<file path="config.mk">
export PLATFORM = sky130hd
export DESIGN_NAME = id_stage
export DESIGN_NICKNAME = d
export VERILOG_FILES = /design/src/hdl/cpu_pkg.sv /design/src/hdl/id_stage.sv
export SDC_FILE = /design/constraint.sdc
export NUM_CORES = 1
export LEC_CHECK = 0
export BUFFER_PORTS_ARGS = -buffer_cell sky130_fd_sc_hd__buf_2
export CAP_MARGIN = 10
export CORE_MARGIN = 3
export CORE_UTILIZATION = 46
export CTS_BUF_LIST = sky130_fd_sc_hd__clkbuf_2
export DETAILED_ROUTE_END_ITERATION = 10
export PLACE_DENSITY = 0.78
export SLEW_MARGIN = 10
export SYNTH_ARGS = -nofsm -noshare
export SYNTH_HDL_FRONTEND = slang
export SYNTH_SLANG_ARGS = --single-unit
</file>
<file path="constraint.sdc">
create_clock -name clk -period 2.3 [get_ports clk]
set_input_delay 0.115 -clock clk [delete_from_list [all_inputs] [get_ports clk]]
set_output_delay 0.115 -clock clk [all_outputs]
set_load 0.05 [all_outputs]
</file>
<file path="src/hdl/cpu_pkg.sv">
package cpu_pkg;

    // first instruction fetched after reset
    localparam logic [31:0] RESET_PC = 32'h1C00_0000;

    // pc register value held in reset
    // the first sequential step lands on RESET_PC
    localparam logic [31:0] PC_INIT = RESET_PC - 32'd4;

    // branch bundle from decode to fetch
    // {taken, target}
    localparam int BR_BUS_LEN = 33;

    // fetch to decode bus
    // {inst, pc}
    localparam int FS2DS_LEN = 64;

    // decode output bus
    // {inst, pc}, passed on undecoded
    localparam int DS2ES_LEN = 64;

    // major opcodes, inst[31:26]
    localparam logic [5:0] OP_B  = 6'b010100;
    localparam logic [5:0] OP_BL = 6'b010101;

endpackage

</file>
<file path="src/hdl/id_stage.sv">
`timescale 1ns/1ns

module id_stage (
    input  logic                           clk,
    input  logic                           resetn,
    // from fetch
    input  logic                           fs2ds_valid,
    input  logic [cpu_pkg::FS2DS_LEN-1:0]  fs2ds_bus,
    output logic                           ds_allowin,
    // redirect to fetch
    output logic [cpu_pkg::BR_BUS_LEN-1:0] br_zip,
    // to next stage
    input  logic                           es_allowin,
    output logic                           ds2es_valid,
    output logic [cpu_pkg::DS2ES_LEN-1:0]  ds2es_bus
);

    logic                          ds_valid;
    logic [cpu_pkg::DS2ES_LEN-1:0] ds_bus;
    logic                          ds_accept;
    logic                          drop;
    logic                          cancel_q;
    logic [31:0]                   in_inst;
    logic [31:0]                   in_pc;
    logic [25:0]                   offs;
    logic [31:0]                   in_target;
    logic                          in_is_br;
    logic                          br_taken;
    logic [31:0]                   br_target;

    assign {in_inst, in_pc} = fs2ds_bus;

    // only B and BL are recognized and both are always taken
    assign in_is_br = (in_inst[31:26] == cpu_pkg::OP_B) ||
                      (in_inst[31:26] == cpu_pkg::OP_BL);

    // offs[15:0] in inst[25:10], offs[25:16] in inst[9:0]
    assign offs      = {in_inst[9:0], in_inst[25:10]};
    assign in_target = in_pc + {{4{offs[25]}}, offs, 2'b00};

    // single cycle stage
    assign ds_allowin = ~ds_valid | es_allowin;
    assign ds_accept  = fs2ds_valid & ds_allowin;

    // wrong path word
    // either the one arriving while the redirect is out, or one flagged earlier
    assign drop = cancel_q | br_taken;

    // flag stays set until the wrong-path word is taken in
    always_ff @(posedge clk) begin
        if (!resetn) begin
            cancel_q <= 1'b0;
        end else if (ds_accept && drop) begin
            cancel_q <= 1'b0;
        end else if (br_taken && fs2ds_valid) begin
            cancel_q <= 1'b1;
        end
    end

    always_ff @(posedge clk) begin
        if (!resetn) begin
            ds_valid <= 1'b0;
        end else if (ds_allowin) begin
            ds_valid <= fs2ds_valid & ~drop;
        end
    end

    // payload register
    always_ff @(posedge clk) begin
        if (ds_accept && !drop) begin
            ds_bus <= fs2ds_bus;
        end
    end

    // redirect pulse in the cycle after the branch is taken in
    always_ff @(posedge clk) begin
        if (!resetn) begin
            br_taken <= 1'b0;
        end else begin
            br_taken <= ds_accept & ~drop & in_is_br;
        end
    end

    always_ff @(posedge clk) begin
        if (ds_accept) begin
            br_target <= in_target;
        end
    end

    assign br_zip      = {br_taken, br_target};
    assign ds2es_valid = ds_valid;
    assign ds2es_bus   = ds_bus;

    // a dropped word is always the one right behind the branch held here
    a_drop_next_word: assert property (@(posedge clk) disable iff (!resetn)
        ds_accept && drop |-> in_pc == ds_bus[31:0] + 32'd4);

endmodule

</file>
==> metrics <==
status=complete, no violations; setup TNS=0 ps; power share of the sequential group=48.7%; most common cell after layout, fill and taps aside=buf_2; commonest non-fill, non-tap cells in the layout=buf_2, edfxtp_1, dlygate4sd3_1; clk slew on worst S/H paths=290 ps; fin. max-slew vios=0; Die Y=106 µm; Total Power=4.53 mW; MaxCap Viol Count=0; Slew HR=70.7%; final WL=11,500 µm; reg2reg path depth=5; CP delay by family, top=simple AND/OR/NAND/NOR gates; syn_nets=433; Starting Density=48.7%; CTS Buffer Depth=2; routed vias/inst=5.05; Crit-path slowest cell=dlygate4sd3_1; Die ar.=11,300 µm²; Buf/Inv on CP=2; I/O pins=167; Switching Share=35.8%; final hold vios=0; ANT cells=0; Final Cycle Share=97.5%; Clock Skew=29.5 ps; layout cells sized above 1=37.0%; unrepaired setup endpoints after global routing=true; Tot GR Track Use=20.5%; core area=9500 µm²; Hold Path Depth=5; synthesized area=4630 µm²; Die Wd=106 µm; largest fanout on the critical path=4; CTS Root Cell=clkbuf_2; Final setup viols=0; sequential share of the synthesized area=63.6%; drt drc=0; final core occ=69.1%; H-tree Lvls=3; worst vdd ir=0.000337 V; Slew @ Worst Pin=439 ps; Hold Crit Class=in -> reg; CTS tree=built; critical setup path kind=in -> reg; total grt overflow=0; min Tclk post-route=2240 ps; Psw=1.62 mW; setup ws final=58.4 ps; initial antenna violation count=0; global placer's final weighted congestion=0.849; drt first pass iters=4; Area growth, synth to finish=41.9%; Max Fclk=446 MHz; vias=3,650; vias in the first global route=3,771; worst hold margin=221 ps; Synthesis Warnings=0; post-synthesis register bit count=99; crit path launch type=input port; combinational cell fraction of total power=31.0%; Post-synth EDFFs=96; cell count after synthesis=335; clk_lat worst skew=570 ps; Synth Area per Inst=13.8 µm²; CP arrival=2670 ps; pre-CTS setup slack=-43.3 ps; first-pass GRT wire length=18,300 µm; antenna-violating nets left=0; post-synthesis cell type count=55; Setup crit end kind=register; PwrDens=689 nW/µm²; CTS Buf Count=9; CP cell instances=dlygate4sd3_1 -> buf_2 -> ha_1 -> nor2b_4 -> o31ai_4 -> a211oi_2 -> or2_0 -> a31o_1 -> or4_1 -> o211ai_1; DR iter-0 viols=201; leakage power total=2.81 nW; Req. time, crit path=2730 ps; internal power=2.91 mW; max incr delay on CP=540 ps; nets=687; ys async rst share=0%; clk sink count=99; Port-buffer cells=166; Primary FF master, synth=edfxtp_1; Crit. path cell count=10; Wirelength per Cell=15.9 µm; Fill cells=680; HPWL after DPL=8070 µm; Clk pwr share=20.3%; row cnt=35; largest net degree at the start of global routing=65
state kept, by name (all words and copies together) (netlist names):
name and count:
br_target 32, br_taken 1, cancel_q 1, ds2es_valid 1, ds2es_bus 64
worst min-delay path: cells and delay by family:
family,cells,cell delay [ps]
fa+ha+maj,2,350
buf+inv,3,210
per-layer routing:
metal / vias to the layer above / part of all wire [%] / GRT usage (%)
li1: 1800 / - / -
met1: 1713 / 41 / 24.7
met2: 123 / 52 / 37.2
met3: 14 / 5.3 / 3.58
met4: 0 / 1.8 / 6.29
met5: - / 0 / 0
synthesized netlist by cell type, types with 6 or more instances:
cell type | number | area [µm²]
a21o_1 | 9 | 67.6
xor2_1 | 9 | 78.8
inv_1 | 9 | 33.8
nand2_1 | 21 | 78.8
o21ai_0 | 15 | 75.1
nor2_1 | 11 | 41.3
clkbuf_1 | 6 | 22.5
and3_1 | 7 | 43.8
edfxtp_1 | 96 | 2880
xnor2_1 | 17 | 149
ha_1 | 29 | 363
nand3_1 | 7 | 35.0
o21ai_1 | 6 | 30.0
a21oi_1 | 28 | 140
path summary, 6_finish.rpt:
check	from	end	slack, ps
max	fs2ds_bus[4]	br_target[28]	60
min	fs2ds_bus[42]	br_target[3]	220
max reg2reg	ds2es_valid	br_taken	500
min reg2reg	cancel_q	cancel_q	530
cell type report:
class                      count  area, µm²  area share, %
clock buffer                   9       45.0          0.686
clock inverter                 7       92.6           1.41
inverter                       9       37.5          0.571
multi-input combinational    219       1640           24.9
sequential                    99       2940           44.8
tap                          129        161           2.46
timing repair buffer         251       1650           25.2
power by group through the flow:
stage          logic [mW]  clock network, mW  registers [mW]
2_1_floorplan       0.434                  0            2.76
3_3_place_gp         1.28                  0            2.24
3_5_place_dp         1.30                  0            2.25
4_1_cts              1.39              0.934            2.21
5_1_grt              1.50               1.00            2.22
6_report             1.40              0.917            2.21
logic make-up after synthesis:
kind of cell	Yosys count	share of synthesized area [%]
fa+ha+maj	30	8.27
buf+inv	17	1.49
xor+xnor	26	4.92
flops	99	63.6
compound gates	92	13.6
simple gates	71	8.19
stage by stage:
| stage | instances | instance area, µm² |
|---|---|---|
| 6_report | 723 | 6570 |
| 5_1_grt | 723 | 6570 |
| 4_1_cts | 722 | 6550 |
| 3_5_place_dp | 637 | 5720 |
| 3_3_place_gp | 637 | 5720 |
| 2_1_floorplan | 335 | 4640 |
repair_timing:
item / CTS / global route
buffers inserted: 0 / 1
hold endpoints to repair: 73 / 0
resized for setup: 0 / 4
setup endpoints to repair: 0 / 5
hold buffers: 69 / 0
No activity file was read; power rests on OpenSTA's default activity.
