<file path="src/hdl/cpu_pkg.sv">
package cpu_pkg;

    // first instruction fetched after reset
    localparam logic [31:0] RESET_PC = 32'h1C00_0000;

    // pc register value held in reset
    // the first sequential step lands on RESET_PC
    localparam logic [31:0] PC_INIT = RESET_PC - 32'd4;

    // branch bundle from decode to fetch
    // {taken, target}
    localparam int BR_BUS_LEN = 33;

    // fetch to decode bus
    // {inst, pc}
    localparam int FS2DS_LEN = 64;

    // decode output bus
    // {inst, pc}, passed on undecoded
    localparam int DS2ES_LEN = 64;

    // major opcodes, inst[31:26]
    localparam logic [5:0] OP_B  = 6'b010100;
    localparam logic [5:0] OP_BL = 6'b010101;

endpackage

</file>
<file path="src/hdl/if_stage.sv">
`timescale 1ns/1ns

module if_stage (
    input  logic                           clk,
    input  logic                           resetn,
    input  logic                           fetch_run,
    // sram fetch port
    output logic                           inst_sram_en,
    output logic [31:0]                    inst_sram_addr,
    input  logic                           inst_sram_gnt,
    input  logic [31:0]                    inst_sram_rdata,
    // from decode
    input  logic                           ds_allowin,
    input  logic [cpu_pkg::BR_BUS_LEN-1:0] br_zip,
    // to decode
    output logic                           fs2ds_valid,
    output logic [cpu_pkg::FS2DS_LEN-1:0]  fs2ds_bus
);

    logic        fs_valid;
    logic        fs_allowin;
    logic        fs_accept;
    logic [31:0] fs_pc;
    logic [31:0] fs_inst;
    logic [31:0] seq_pc;
    logic [31:0] nextpc;
    logic        br_taken;
    logic [31:0] br_target;
    logic        br_pend;
    logic [31:0] br_pend_target;
    logic        rdata_fresh;
    logic [31:0] inst_buf;

    assign {br_taken, br_target} = br_zip;

    // next pc select
    // live redirect first, then a redirect still waiting for a grant
    assign seq_pc = fs_pc + 32'd4;
    always_comb begin
        if (br_taken) begin
            nextpc = br_target;
        end else if (br_pend) begin
            nextpc = br_pend_target;
        end else begin
            nextpc = seq_pc;
        end
    end

    // stage can take a new word when empty or when decode takes ours
    assign fs_allowin  = ~fs_valid | ds_allowin;
    assign fs2ds_valid = fs_valid;

    // fetch request, idle while the host loads
    assign inst_sram_en   = fetch_run & fs_allowin;
    assign inst_sram_addr = nextpc;
    assign fs_accept      = inst_sram_en & inst_sram_gnt;

    // valid follows the grant, drops when the word leaves without refill
    always_ff @(posedge clk) begin
        if (!resetn) begin
            fs_valid <= 1'b0;
        end else if (fs_allowin) begin
            fs_valid <= fs_accept;
        end
    end

    // pc of the word now in fetch
    always_ff @(posedge clk) begin
        if (!resetn) begin
            fs_pc <= cpu_pkg::PC_INIT;
        end else if (fs_accept) begin
            fs_pc <= nextpc;
        end
    end

    // br_taken lasts one cycle
    // keep the target if the fetch could not go out that cycle
    always_ff @(posedge clk) begin
        if (!resetn) begin
            br_pend <= 1'b0;
        end else if (fs_accept) begin
            br_pend <= 1'b0;
        end else if (br_taken) begin
            br_pend <= 1'b1;
        end
    end

    always_ff @(posedge clk) begin
        if (br_taken) begin
            br_pend_target <= br_target;
        end
    end

    // sram data is ours only in the cycle after the grant
    always_ff @(posedge clk) begin
        if (!resetn) begin
            rdata_fresh <= 1'b0;
        end else begin
            rdata_fresh <= fs_accept;
        end
    end

    // hold buffer, host reads may overwrite the sram output later
    always_ff @(posedge clk) begin
        if (rdata_fresh) begin
            inst_buf <= inst_sram_rdata;
        end
    end

    assign fs_inst   = rdata_fresh ? inst_sram_rdata : inst_buf;
    assign fs2ds_bus = {fs_inst, fs_pc};

    // stalled word keeps pc and inst, even across host traffic
    a_hold_stalled: assert property (@(posedge clk) disable iff (!resetn)
        fs2ds_valid && !ds_allowin |=> $stable(fs2ds_bus));

endmodule

</file>
<file path="config.mk">
export PLATFORM = sky130hd
export DESIGN_NAME = if_stage
export DESIGN_NICKNAME = d
export VERILOG_FILES = /design/src/hdl/cpu_pkg.sv /design/src/hdl/if_stage.sv
export SDC_FILE = /design/constraint.sdc
export NUM_CORES = 1
export LEC_CHECK = 0
export BUFFER_PORTS_ARGS = -buffer_cell sky130_fd_sc_hd__buf_2
export CORE_MARGIN = 1.5
export CORE_UTILIZATION = 30
export DETAILED_ROUTE_END_ITERATION = 7
export GPL_TIMING_DRIVEN = 0
export PLACE_DENSITY_LB_ADDON = 0.25
export SETUP_SLACK_MARGIN = 0.1
export SLEW_MARGIN = 20
export SYNTH_ARGS = -nofsm -noshare
export SYNTH_HDL_FRONTEND = slang
export SYNTH_SLANG_ARGS = --single-unit
</file>
<file path="constraint.sdc">
create_clock -name clk -period 2.6 [get_ports clk]
set_input_delay 0.13 -clock clk [delete_from_list [all_inputs] [get_ports clk]]
set_output_delay 0.13 -clock clk [all_outputs]
set_load 0.03 [all_outputs]
</file>
==> metrics.md <==
| Metric | Value |
|---|---|
| Share of layout cells above drive strength 1 | between 30% and 40% |
| Maximum clock rate | 0.400 GHz |
| Clock share of power | slightly below 30% |
| Critical path cell sequence | nand3_1, or3_1, buf_6, nor4_4, xnor2_1, o21ai_1, buf_4 |
| CTS Root Cell | clkbuf_16 |
| Final setup violation count | 0 |
| Max Transition Viols Final | 0 |
| Hold Path Sink | inst_buf[30]$_DFF_P_ |
| Critical path fanouts, max | 9 |
| Grt total ovfl | 0 |
| DRC viols | 0 |
| Final worst setup slack | just over 0.1 ns |
| Gpl congestion | 0.894 |
| Reg-to-Reg End | fs_pc[21]$_SDFFE_PN1P_ |
| Synth cell types | 57 |
| Cell area after synthesis | 4830 um^2 |
| WP data required | 2.47 ns |
| Total GRT Usage | between 10% and 20% |
| Vias | 4652 |
| Hold Path Depth | 2 |
| IO Port Bufs | 167 |
| Yosys warns | 0 |
| CTS tree | yes |
| Sw power | 1.79 mW |
| Full die area | 16900 um^2 |
| Initial core utilization | 30.5% |
| Vias per cell | slightly above 5 |
| EDFF count, synth | 32 |
| Antenna Nets Post-Route | 0 |
| Class of the tightest hold or removal check | primary input to flip-flop |
| Ys async rst share | 0% |
| Number of global-route vias before repair | 4689 |
| Worst slew pin tran | ~0.68 ns |
| HP Start | inst_sram_rdata[30] |
| Setup WS pre-CTS | -0.218 ns |
| Family with the most delay on the worst path | simple AND/OR/NAND/NOR gates |
| Clk_lat worst skew | 0.36 ns |
| Initial antenna violation count | 0 |
| Chip Width | 130 um |
| Worst Setup End Kind | output pin |
| Reg2reg start | fs2ds_valid$_SDFFE_PN0N_ |
| PD cells | 730 nW/um^2 |
| Register area share after synthesis | a little under half |
| Slowest-stage cell, CP | dfxtp_1 |
| Outcome | complete, no violations |
| Switching share of power | 36.4% |
| Min Tclk post-route | 2.50 ns |
| CTS HTree Levels | 3 |
| Internal | 3.14 mW |
| WP data arrival | 2.37 ns |
| CP max stage delay | 0.44 ns |
| Avg Inst Size Synth | 10.0 um^2 |
| N_diodes | 0 |
| Fin nets | 768 |
| RSZ-0062 raised after global routing | yes |
| Net Count, Synth | 553 |
| First-pass GRT wire length | 25400 um |
| Area grow syn2layout | 39.9% |
| Largest net degree at the start of global routing | 36 |
| Peak supply drop | 0.539 mV |
| Clk buf depth | 2 |
| WL final | 16400 um |
| Die H | 130 um |
| FP Rows | 46 |
| Synthesized flop and latch total | 99 |
| Hpwl dp | 12000 um |
| Reg2reg setup slack | 0.39 ns |
| CTS buffer count | 9 |
| Worst r2r path cells | 7 |
| Startpoint class of the critical path | flip-flop |
| Final hold violation count | 0 |
| Slew HR | 54.9% |
| Register share of total power | between 30% and 40% |
| WL/cell | 17.8 um |
| Leakage | around 2.7 nW |
| Boundary pin count | between 150 and 200 |
| Comb pwr share | between 30% and 40% |
| Crit path from | fs_pc[14]$_SDFFE_PN1P_ |
| Clk pin slew, worst setup/hold paths | 0.07 ns |
| Core footprint | 15800 um^2 |
| Sink Count | 99 |
| Non-filler cells in the finished layout | 918 |
| Worst Clk Skew | approximately 0.012 ns |
| Syn Inst Count | between 400 and 500 |
| Placed cell count | 865 |
| Fin crit share | 96.1% |
| Initial DRC count | 278 |
| Most used DFF post-synth | dfxtp_1 |
| MaxCap Viol Count | 0 |
| Buffers and inverters on the worst path | 2 |
| Crit Path Class | flip-flop to output pin |
| DRT Pass-1 Iters | 4 |
## metrics by stage
stage                     setup TNS (ns)  util [%]  hold WS (ns)  total power, mW  cell area (um^2)
final                                  0      42.7        0.0130             4.93              6760
after global routing                   0      42.7       0.00291             5.18              6760
after CTS                              0      42.1     0.0000470             4.95              6670
after detailed placement           -2.28      37.5         0.325             3.43              5940
after global placement             -1.50      37.5         0.322             3.41              5940
after floorplan                        0         -         0.229             2.96              4830
## power by group through the flow
stage	combinational [mW]	sequential, mW	clock (mW)
final	1.61	1.88	1.44
after global routing	1.73	1.91	1.54
after CTS	1.59	1.88	1.47
after detailed placement	1.52	1.91	0
after global placement	1.51	1.90	0
after floorplan	1.00	1.96	0
## timing repair
item / in CTS / in global routing
gates resized for setup: 16 / 40
hold buffers: 35 / 2
endpoints found under the hold margin: 35 / 2
setup endpoints to repair: 25 / 23
setup buffers: 2 / 0
pin swaps: 1 / 1
## flip-flops by register name, summed over array words and instances, names as in the netlist
signal,count
br_pend,1
inst_buf,32
br_pend_target,32
fs2ds_valid,1
rdata_fresh,1
fs_pc,32
## per-layer routing
layer	routed length (um)	vias up	part of all wire, %	track usage [%]
li1	-	2228	-	-
met1	6970	2201	43	24.1
met2	7810	198	48	33.9
met3	1220	25	7.5	5.29
met4	355	0	2.2	7.65
met5	0	-	0	0
## cell usage after synthesis (7+ instances only)
| library cell | instances | area, um^2 |
|---|---|---|
| edfxtp_1 | 32 | 961 |
| mux2_2 | 33 | 372 |
| xnor2_1 | 15 | 131 |
| nor3_1 | 10 | 50.1 |
| o21ai_1 | 7 | 35.0 |
| o21ai_0 | 41 | 205 |
| nor2_1 | 29 | 109 |
| a22oi_1 | 21 | 158 |
| buf_1 | 8 | 30.0 |
| mux2i_1 | 14 | 140 |
| nand2_1 | 37 | 139 |
| dfxtp_1 | 67 | 1340 |
| xor2_1 | 11 | 96.3 |
| nand3_1 | 18 | 90.1 |
| o211ai_1 | 13 | 97.6 |
| nand4_1 | 10 | 62.6 |
| a21oi_1 | 15 | 75.1 |
| clkbuf_1 | 26 | 97.6 |
## worst max path at each step
stage / end / cells past startpoint
floorplan: inst_sram_addr[21] / 6
global placement: inst_sram_addr[26] / 7
detailed placement: inst_sram_addr[30] / 7
CTS: inst_sram_addr[29] / 8
global route: inst_sram_addr[29] / 8
finish: inst_sram_addr[30] / 7
## logic make-up (layout without fill, tap and decap cells)
kind of cell / Yosys count / in the layout / share of synthesized area, %
simple gates: 137 / 137 / 16.0
compound gates: 128 / 128 / 17.1
flops: 99 / 99 / 47.7
mux: 47 / 47 / 10.6
buf+inv: 44 / 264 / 3.68
xor+xnor: 26 / 26 / 4.71
fa+ha+maj: 1 / 1 / 0.259
## cell type report
class | instances | area (um^2)
clock buffer | 10 | 239
clock inverter | 6 | 78.8
sequential | 99 | 2320
timing repair buffer | 206 | 1240
buffer | 37 | 175
tap | 216 | 270
fill | 1579 | 9070
inverter | 5 | 18.8
multi-input combinational | 339 | 2420
## cells in the final DEF, fill, tap and decap left out, types with 5 or more instances in the layout
cell type | netlist | routed
a21oi_1 | 15 | 15
a22oi_1 | 21 | 21
buf_1 | 8 | 8
buf_2 | 3 | 159
buf_4 | 0 | 10
clkbuf_1 | 26 | 16
clkbuf_16 | 0 | 9
clkbuf_2 | 1 | 8
dfxtp_1 | 67 | 55
dfxtp_2 | 0 | 12
dlygate4sd3_1 | 0 | 37
edfxtp_1 | 32 | 32
mux2_2 | 33 | 33
mux2i_1 | 14 | 14
nand2_1 | 37 | 37
nand3_1 | 18 | 15
nand4_1 | 10 | 10
nor2_1 | 29 | 28
nor3_1 | 10 | 7
nor3_2 | 3 | 5
o211ai_1 | 13 | 13
o21ai_0 | 41 | 38
o21ai_1 | 7 | 10
xnor2_1 | 15 | 15
xor2_1 | 11 | 11
## worst reg2reg max path: cells and delay by family, from the launching register on
family                 cells  cell delay, ns
AOI/OAI and AO/OA          1            0.10
muxes                      1            0.16
DFF                        1            0.35
and+or+nand+nor            3            0.45
buffers and inverters      2            1.01
Power figures use the tool's default switching activity.
