$ cat src/hdl/mem_pkg.sv
package mem_pkg;

    // sram depth in 32-bit words
    localparam int MEM_WORDS = 256;

    // word index width, log2 of MEM_WORDS
    localparam int WADDR_W = 8;

    // byte address of word 0
    // same as the reset pc so the program starts at index 0
    localparam logic [31:0] MEM_BASE = 32'h1C00_0000;

endpackage

$ cat src/hdl/sram_arbiter.sv
`timescale 1ns/1ns

module sram_arbiter (
    input  logic                        clk,
    input  logic                        resetn,
    // host port
    input  logic                        host_en,
    input  logic [3:0]                  host_we,
    input  logic [31:0]                 host_addr,
    input  logic [31:0]                 host_wdata,
    output logic [31:0]                 host_rdata,
    output logic                        host_rvalid,
    // fetch port
    input  logic                        inst_sram_en,
    input  logic [31:0]                 inst_sram_addr,
    output logic                        inst_sram_gnt,
    output logic [31:0]                 inst_sram_rdata,
    // memory port
    output logic                        mem_en,
    output logic [3:0]                  mem_we,
    output logic [mem_pkg::WADDR_W-1:0] mem_addr,
    output logic [31:0]                 mem_wdata,
    input  logic [31:0]                 mem_rdata
);

    logic [31:0] sel_addr;
    logic [31:0] off_addr;
    logic        host_rd_q;

    // host wins whenever it strobes
    assign inst_sram_gnt = ~host_en;

    assign sel_addr = host_en ? host_addr : inst_sram_addr;
    // byte address relative to sram base
    assign off_addr = sel_addr - mem_pkg::MEM_BASE;

    assign mem_en    = host_en | inst_sram_en;
    // fetch never writes
    assign mem_we    = host_en ? host_we : 4'b0000;
    assign mem_addr  = off_addr[mem_pkg::WADDR_W+1:2];
    assign mem_wdata = host_wdata;

    // owner of the read in flight
    // set for one cycle after an accepted host read
    always_ff @(posedge clk) begin
        if (!resetn) begin
            host_rd_q <= 1'b0;
        end else begin
            host_rd_q <= host_en & (host_we == 4'b0000);
        end
    end

    // both sides see the same sram output
    // each side knows from its own valid when it is meant for it
    assign host_rdata      = mem_rdata;
    assign host_rvalid     = host_rd_q;
    assign inst_sram_rdata = mem_rdata;

    // every access must fall inside the array
    a_addr_in_range: assert property (@(posedge clk) disable iff (!resetn)
        mem_en |-> off_addr < 32'(mem_pkg::MEM_WORDS * 4));

endmodule

$ cat config.mk
export PLATFORM = sky130hd
export DESIGN_NAME = sram_arbiter
export DESIGN_NICKNAME = d
export VERILOG_FILES = /design/src/hdl/mem_pkg.sv /design/src/hdl/sram_arbiter.sv
export SDC_FILE = /design/constraint.sdc
export NUM_CORES = 1
export LEC_CHECK = 0
export BUFFER_PORTS_ARGS = -buffer_cell sky130_fd_sc_hd__buf_4
export CAP_MARGIN = 20
export CORE_AREA = 2 2 97 99
export CTS_CLUSTER_DIAMETER = 150
export DETAILED_ROUTE_END_ITERATION = 10
export DIE_AREA = 0 0 99 101
export SYNTH_ARGS = -nofsm -noshare
export SYNTH_HDL_FRONTEND = slang
export SYNTH_SLANG_ARGS = --single-unit
$ cat constraint.sdc
create_clock -name clk -period 1.7 [get_ports clk]
set_input_delay 0.51 -clock clk [delete_from_list [all_inputs] [get_ports clk]]
set_output_delay 0.51 -clock clk [all_outputs]
set_load 0.01 [all_outputs]
==> results of run 1 <==
## placed cells by master, fill, tap and decap left out
master | synthesis | final
buf_4 | 96 | 38
nor3_2 | 1 | 1
and2_2 | 1 | 1
dfxtp_1 | 1 | 1
inv_2 | 1 | 1
mux2_2 | 7 | 7
buf_6 | 0 | 1
or4b_4 | 1 | 1
or2_2 | 1 | 1
and2_1 | 3 | 3
mux2_1 | 1 | 1
## worst max-delay path: stages
cell,delay [ns]
buf_6,0.12
mux2_2,0.36
buf_4,0.15
## worst min path at each step
stage	start	to	slack (ns)	cells after the start
final	host_we[2]	host_rvalid	0.69	2
after global placement	host_we[2]	host_rvalid	0.70	2
after global routing	host_we[2]	host_rvalid	0.71	2
after CTS	host_we[2]	host_rvalid	0.70	2
after floorplan	host_we[2]	host_rvalid	0.58	1
after detailed placement	host_we[2]	host_rvalid	0.70	2
## per-layer routing
metal	up-vias	global-route usage	share of wire
li1	140	-	-
met1	160	0.00579	0.12
met2	57	0.0619	0.49
met3	41	0.0132	0.25
met4	0	0.0443	0.13
met5	-	0	0
## cell usage after synthesis
master / number / area share
and2_2: 1 / 0.0084
or2_2: 1 / 0.0070
or4b_4: 1 / 0.015
inv_2: 1 / 0.0042
nor3_2: 1 / 0.011
mux2_1: 1 / 0.013
buf_2: 1 / 0.0056
mux2_2: 7 / 0.088
buf_4: 96 / 0.80
dfxtp_1: 1 / 0.022
and2_1: 3 / 0.021
## report_power, final
part / internal, uW / switching, uW / total (uW) / leakage (uW)
Sequential: 24.2 / 0.0512 / 24.2 / 0.00000807
Combinational: 79.6 / 43.1 / 123 / 0.000246
Clock: 0 / 0 / 0 / 0
Total: 104 / 43.2 / 147 / 0.000254
## cells by family after synthesis
group	count (synthesis)	share of synthesized area
buf+inv	98	0.814
flops	1	0.0223
mux	8	0.101
simple gates	7	0.0629
## final cells by class
class,instances,area share
Inverter,1,0.00620
Multi-Input combinational cell,15,0.242
Tap cell,111,0.229
Timing Repair Buffer,39,0.490
Sequential cell,1,0.0331
## per-stage QoR
| stage | std cells | power, uW | setup WS, ns | hold slack, ns |
|---|---|---|---|---|
| finish | 167 | 147 | 0.0491 | 0.695 |
| global route | 167 | 155 | 0.0273 | 0.706 |
| CTS | 167 | 149 | 0.0379 | 0.700 |
| detailed placement | 167 | 148 | -0.00729 | 0.700 |
| global placement | 167 | 146 | 0.00225 | 0.700 |
| floorplan | 114 | 297 | 0.147 | 0.579 |
==> metrics.md, run 1 <==
| Metric | Value |
|---|---|
| Status | finished, final reports clean |
| Initial Util | 0.0998 |
| GRT Util Overall | 0.0280 |
| Number of global-route vias before repair | 405 |
| Remaining antenna violation count | 0 |
| Area Growth Syn to Fin | -32.4% |
| Leakage power | 0.000254 uW |
| YS warnings | 0 |
| Worst Hold Class | input port to register |
| VDD IR-drop max | 52.9 uV |
| Tmin final | 1.65 ns |
| CP required | 1.19 ns |
| 1st-iter DRT viols | 0 |
| Drt drc | 0 |
| Max Slew Vio Count | 0 |
| GP Congestion | 0.465 |
| Slew @ Worst Pin | 0.119 ns |
| Setup-failing EPs final | 0 |
| Total Die Area | 10000 sq um |
| Max Freq | 606 MHz |
| Row count | 35 |
| Core ar. | 8980 sq um |
| Fin crit share | 0.971 |
| Post-CTS Setup Repair Bufs | 0 |
| # Max-Cap Violations | 0 |
| Largest net degree at the start of global routing | 12 |
| Synth Register Bits | 1 |
| Fillers | 1051 |
| Post-Syn Area | 896 sq um |
| CP endpoint | mem_addr[5] |
| Rel. slew slack | 0.920 |
| Initial antenna violation count | 0 |
| Worst-path clk slew | 0 ns |
| Register area | 20.0 sq um |
| Total Wirelength | 1.69 mm |
| Total grt overflow | 0 |
| Sequential-to-total area share from yosys stat | 0.0223 |
| DRT Pass-1 Iters | 1 |
| Top Ports | 247 |
| CP Max Fanout | 11 |
| Area of the multi-input gates | 146 sq um |
| Final core utilization | 0.0675 |
| HPWL Detailed | 1.44 mm |
| First-pass GRT wire length | 2.13 mm |
| # port buffers | 38 |
| Yosys cell types | 11 |
| PostCTS Resize Cnt | 1 |
| Sum of negative setup slack | 0 ns |
| RSZ-0062 raised after global routing | no |
| WL per Instance | 10.1 um |
| Hold buffers post-CTS | 0 |
| Setup crit end kind | output port |
| Critical path class | input port to output port |
| Post-DP Area | 602 sq um |
| Max reg flops | 1 |
| Syn Nets | 250 |
| Die height | 101 um |
| Final #Nets | 194 |
| Mapped Cells | 114 |
| Syn Area/Cell | 7.86 sq um |
| Final instance area | 606 sq um |
| Power Dens Cells | 243 nW/um^2 |
| Vias per std cell | 2.38 |
| Worst EP arrival | 1.14 ns |
| Fraction of layout cells with a size suffix above 1 | 0.911 |
| DR vias | 398 |
| CP startpoint kind | input port |
| Setup crit start | host_en |
| Die Wd | 99 um |
| N_diodes | 0 |
| Final hold violation count | 0 |
Power figures use the tool's default switching activity.
==> run 2: changes to the inputs <==
--- a/config.mk
+++ b/config.mk
@@ -7,10 +7,10 @@
 export LEC_CHECK = 0
 export BUFFER_PORTS_ARGS = -buffer_cell sky130_fd_sc_hd__buf_4
 export CAP_MARGIN = 20
-export CORE_AREA = 2 2 97 99
+export CORE_AREA = 10 10 87 89
 export CTS_CLUSTER_DIAMETER = 150
 export DETAILED_ROUTE_END_ITERATION = 10
-export DIE_AREA = 0 0 99 101
+export DIE_AREA = 0 0 97 99
 export SYNTH_ARGS = -nofsm -noshare
 export SYNTH_HDL_FRONTEND = slang
 export SYNTH_SLANG_ARGS = --single-unit
==> run 2 against run 1 <==
Effect of this change:
- worst setup slack lost 0.016 ns
- via count grew 3.5%
- die area shrank 4.0%
- critical path type unchanged
- critical endpoint is now mem_addr[1]
==> metrics.md, run 2 (synthesized netlist as in run 1, its figures left out) <==
| Metric | Value |
|---|---|
| First-pass GRT wire length | 3.40 mm |
| Hold buffers post-CTS | 0 |
| Power Dens Cells | 265 nW/um^2 |
| Die height | 99 um |
| Remaining antenna violation count | 0 |
| Initial Util | 0.153 |
| Initial antenna violation count | 0 |
| RSZ-0062 raised after global routing | no |
| Switching power | 44.7 uW |
| Largest net degree at the start of global routing | 13 |
| Switch share | 0.301 |
| 1st-iter DRT viols | 2 |
| Setup crit start | host_en |
| DR vias | 412 |
| Dpl cells | 131 |
| DRT Pass-1 Iters | 2 |
| Max reg flops | 1 |
| GRT Util Overall | 0.0461 |
| Number of global-route vias before repair | 478 |
| Fraction of layout cells with a size suffix above 1 | 0.911 |
| Status | finished, final reports clean |
| Setup crit end kind | output port |
| Max Freq | 600 MHz |
| Worst-path clk slew | 0 ns |
| WL per Instance | 19.8 um |
| Drt drc | 0 |
| Max Slew Vio Count | 0 |
| Row count | 28 |
| CP Max Fanout | 12 |
| CP required | 1.19 ns |
| Leakage power | 0.000254 uW |
| Fillers | 696 |
| Worst-path cell chain | buf_6, mux2_2, buf_4 |
| Top Ports | 247 |
| Critical path's slowest cell | mux2_2 |
| N_diodes | 0 |
| VDD IR-drop max | 87.8 uV |
| Combinational power share | 0.837 |
| Post-CTS Setup Repair Bufs | 0 |
| HPWL Detailed | 2.35 mm |
| Critical path class | input port to output port |
| Crit path largest cell delay | 0.37 ns |
| Area Growth Syn to Fin | -37.4% |
| Worst Hold Class | input port to register |
| Reg power frac | 0.163 |
| Final #Nets | 194 |
| Design Power | 149 uW |
| Final hold slack | 0.687 ns |
| # port buffers | 38 |
| Total grt overflow | 0 |
| Most frequent cells in the layout | buf_4 (38), mux2_2 (7), and2_1 (3) |
| Setup-failing EPs final | 0 |
| Slew @ Worst Pin | 0.114 ns |
| # Max-Cap Violations | 0 |
| Final hold violation count | 0 |
| Clock power frac | 0 |
| Leading cell type in the layout, fill and taps excluded | buf_4 |
| Internal Power | 104 uW |
| Die Wd | 97 um |
| Rel. slew slack | 0.923 |
| Worst EP arrival | 1.16 ns |
| GP Congestion | 0.751 |
| Fin crit share | 0.981 |
| PostCTS Resize Cnt | 1 |
| Total Wirelength | 2.59 mm |
| Tmin final | 1.67 ns |
| CP startpoint kind | input port |
| Vias per std cell | 3.15 |
| Total Die Area | 9600 sq um |
| CP endpoint | mem_addr[1] |
| Core ar. | 5850 sq um |
| Non-filler instance count after layout | 131 |
## run 2: cell counts in the layout (fill, tap and decap cells not counted)
No cell type changed its count.
## run 2: critical path, delay by kind of cell
family | cells | cell delay [ns]
muxes | 1 | 0.37
buffers and inverters | 2 | 0.28
## run 2: metrics by stage
stage                     setup TNS (ns)  setup WS (ns)  cell area, sq um    util
after floorplan                        0          0.147               896       -
after global placement          -0.00930       -0.00775               557  0.0952
after detailed placement         -0.0297        -0.0221               557  0.0952
after CTS                              0         0.0260               561  0.0958
after global routing                   0         0.0167               561  0.0958
final                                  0         0.0329               561  0.0958
## run 2: power by group through the flow
stage | Sequential [uW] | Clock (uW) | Combinational (uW)
4_1_cts | 24.2 | 0 | 128
6_report | 24.2 | 0 | 124
3_3_place_gp | 24.2 | 0 | 124
5_1_grt | 24.3 | 0 | 134
2_1_floorplan | 24.4 | 0 | 273
3_5_place_dp | 24.3 | 0 | 127
## run 2: worst min path at each step
stage | from | to | slack [ns] | cells after the start
floorplan | host_we[2] | host_rvalid | 0.58 | 1
global placement | host_we[2] | host_rvalid | 0.69 | 2
detailed placement | host_we[2] | host_rvalid | 0.69 | 2
CTS | host_we[2] | host_rvalid | 0.69 | 2
global route | host_we[2] | host_rvalid | 0.70 | 2
finish | host_we[2] | host_rvalid | 0.69 | 2
## run 2: area by class of cell
cell class,count,area [sq um],area share
Timing Repair Buffer,39,297,0.529
Multi-Input combinational cell,15,146,0.261
Tap cell,75,93.8,0.167
Sequential cell,1,20.0,0.0357
Inverter,1,3.75,0.00670
## run 2: per-layer routing
layer | vias to the layer above | global-route usage | wire length, um
li1 | 139 | - | -
met1 | 149 | 0.0281 | 576
met2 | 88 | 0.0710 | 1050
met3 | 36 | 0.0538 | 734
met4 | 0 | 0.0409 | 225
met5 | - | 0 | 0
==> run 3: changes to the inputs <==
==> constraint.sdc (replaced) <==
create_clock -name clk -period 1.6 [get_ports clk]
set_input_delay 0.48 -clock clk [delete_from_list [all_inputs] [get_ports clk]]
set_output_delay 0.48 -clock clk [all_outputs]
set_load 0.01 [all_outputs]
==> run 3 against run 2 <==
Effect of this change:
- total power increased by 8.5%
- combinational power increased by 9.7%
- sequential power increased by 7%
- critical path depth unchanged
- final cell count unchanged
- worst setup slack got worse by 0.0068 ns
- critical path type unchanged
- hold slack got worse by 0.031 ns
- sequential share of layout area decreased by 0.070 points
==> metrics.md, run 3 (synthesized netlist as in run 1, its figures left out) <==
| Metric | Value |
|---|---|
| Largest net degree at the start of global routing | 13 |
| Row count | 28 |
| Fraction of layout cells with a size suffix above 1 | 0.911 |
| Total Die Area | 9600 sq um |
| Setup-failing EPs final | 0 |
| Setup crit end kind | output port |
| Non-filler instance count after layout | 131 |
| Drt drc | 0 |
| DR vias | 411 |
| HPWL Detailed | 2.35 mm |
| Design Power | 161 uW |
| Fin crit share | 0.984 |
| Most frequent cells in the layout | buf_4 (38), mux2_2 (5), and2_1 (3) |
| RSZ-0062 raised after global routing | no |
| Core ar. | 5850 sq um |
| 1st-iter DRT viols | 2 |
| # port buffers | 38 |
| Worst-path clk slew | 0 ns |
| Hold_sp | host_we[2] |
| Worst Hold Class | input port to register |
| Top Ports | 247 |
| Vias per std cell | 3.14 |
| CP required | 1.12 ns |
| Power Dens Cells | 282 nW/um^2 |
| First-pass GRT wire length | 3.43 mm |
| Remaining antenna violation count | 0 |
| Post-CTS Setup Repair Bufs | 0 |
| Initial antenna violation count | 0 |
| Final hold violation count | 0 |
| Post-DP Area | 557 sq um |
| Leakage power | 0.000264 uW |
| N_diodes | 0 |
| Initial Util | 0.153 |
| Hold Path Sink | host_rvalid |
| Die height | 99 um |
| GRT Util Overall | 0.0464 |
| Max Slew Vio Count | 0 |
| GP Congestion | 0.751 |
| Final #Nets | 194 |
| Max reg flops | 1 |
| Rel. slew slack | 0.923 |
| Total Wirelength | 2.59 mm |
| Slew @ Worst Pin | 0.114 ns |
| CP Max Fanout | 12 |
| Dpl ws | -0.0621 ns |
| Hold Crit Depth | 2 |
| Final instance area | 572 sq um |
| DRT Pass-1 Iters | 2 |
| Tmin final | 1.57 ns |
| Critical path class | input port to output port |
| Worst Slack Setup Final | 0.0260 ns |
| Max Freq | 635 MHz |
| CP startpoint kind | input port |
| Leading cell type in the layout, fill and taps excluded | buf_4 |
| Area Growth Syn to Fin | -36.2% |
| Die Wd | 97 um |
| Total grt overflow | 0 |
| Status | finished, final reports clean |
| # Max-Cap Violations | 0 |
| VDD IR-drop max | 95.6 uV |
| WL per Instance | 19.8 um |
| Dpl cells | 131 |
| Worst EP arrival | 1.09 ns |
| Number of global-route vias before repair | 478 |
==> run 3: worst max path at each step <==
stage	from	endpoint	slack, ns
final	host_en	mem_addr[2]	0.03
after global routing	host_en	mem_addr[2]	0.005
after CTS	host_en	mem_addr[7]	-0.0009
after detailed placement	host_en	mem_addr[1]	-0.06
after global placement	host_en	mem_addr[1]	-0.05
after floorplan	host_en	mem_addr[6]	0.11
==> run 3: per-stage QoR <==
stage | util | setup TNS, ns | hold WS, ns
after floorplan | - | 0 | 0.549
after global placement | 0.0952 | -0.216 | 0.657
after detailed placement | 0.0952 | -0.279 | 0.658
after CTS | 0.0965 | -0.000851 | 0.658
after global routing | 0.0977 | 0 | 0.666
final | 0.0977 | 0 | 0.657
==> run 3: power by group <==
group,internal (uW),switching [uW]
sequential,25.7,0.0590
combinational,88.0,47.5
clock,0,0
==> run 3: worst max-delay path, cell delays in order <==
cell	delay, ns
buf_8	0.12
mux2_2	0.35
buf_4	0.15
==> run 3: per-layer routing <==
layer,global-route usage,wire length [um],up-vias,part of all wire
met5,0,0,-,0
met1,0.0289,578,148,0.22
met3,0.0538,734,36,0.28
met2,0.0710,1050,88,0.41
li1,-,-,139,-
met4,0.0409,225,0,0.087
==> run 3: timing repair <==
item / CTS / global route
gates cloned: 0 / 0
gates resized for setup: 2 / 2
setup endpoints to repair: 8 / 6
hold buffers: 0 / 0
endpoints found under the hold margin: 0 / 0
==> run 3: layout make-up <==
class,count,area [sq um]
Inverter,1,3.75
Sequential cell,1,20.0
Multi-Input combinational cell,15,154
Timing Repair Buffer,39,300
Fill cell,694,5280
Tap cell,75,93.8
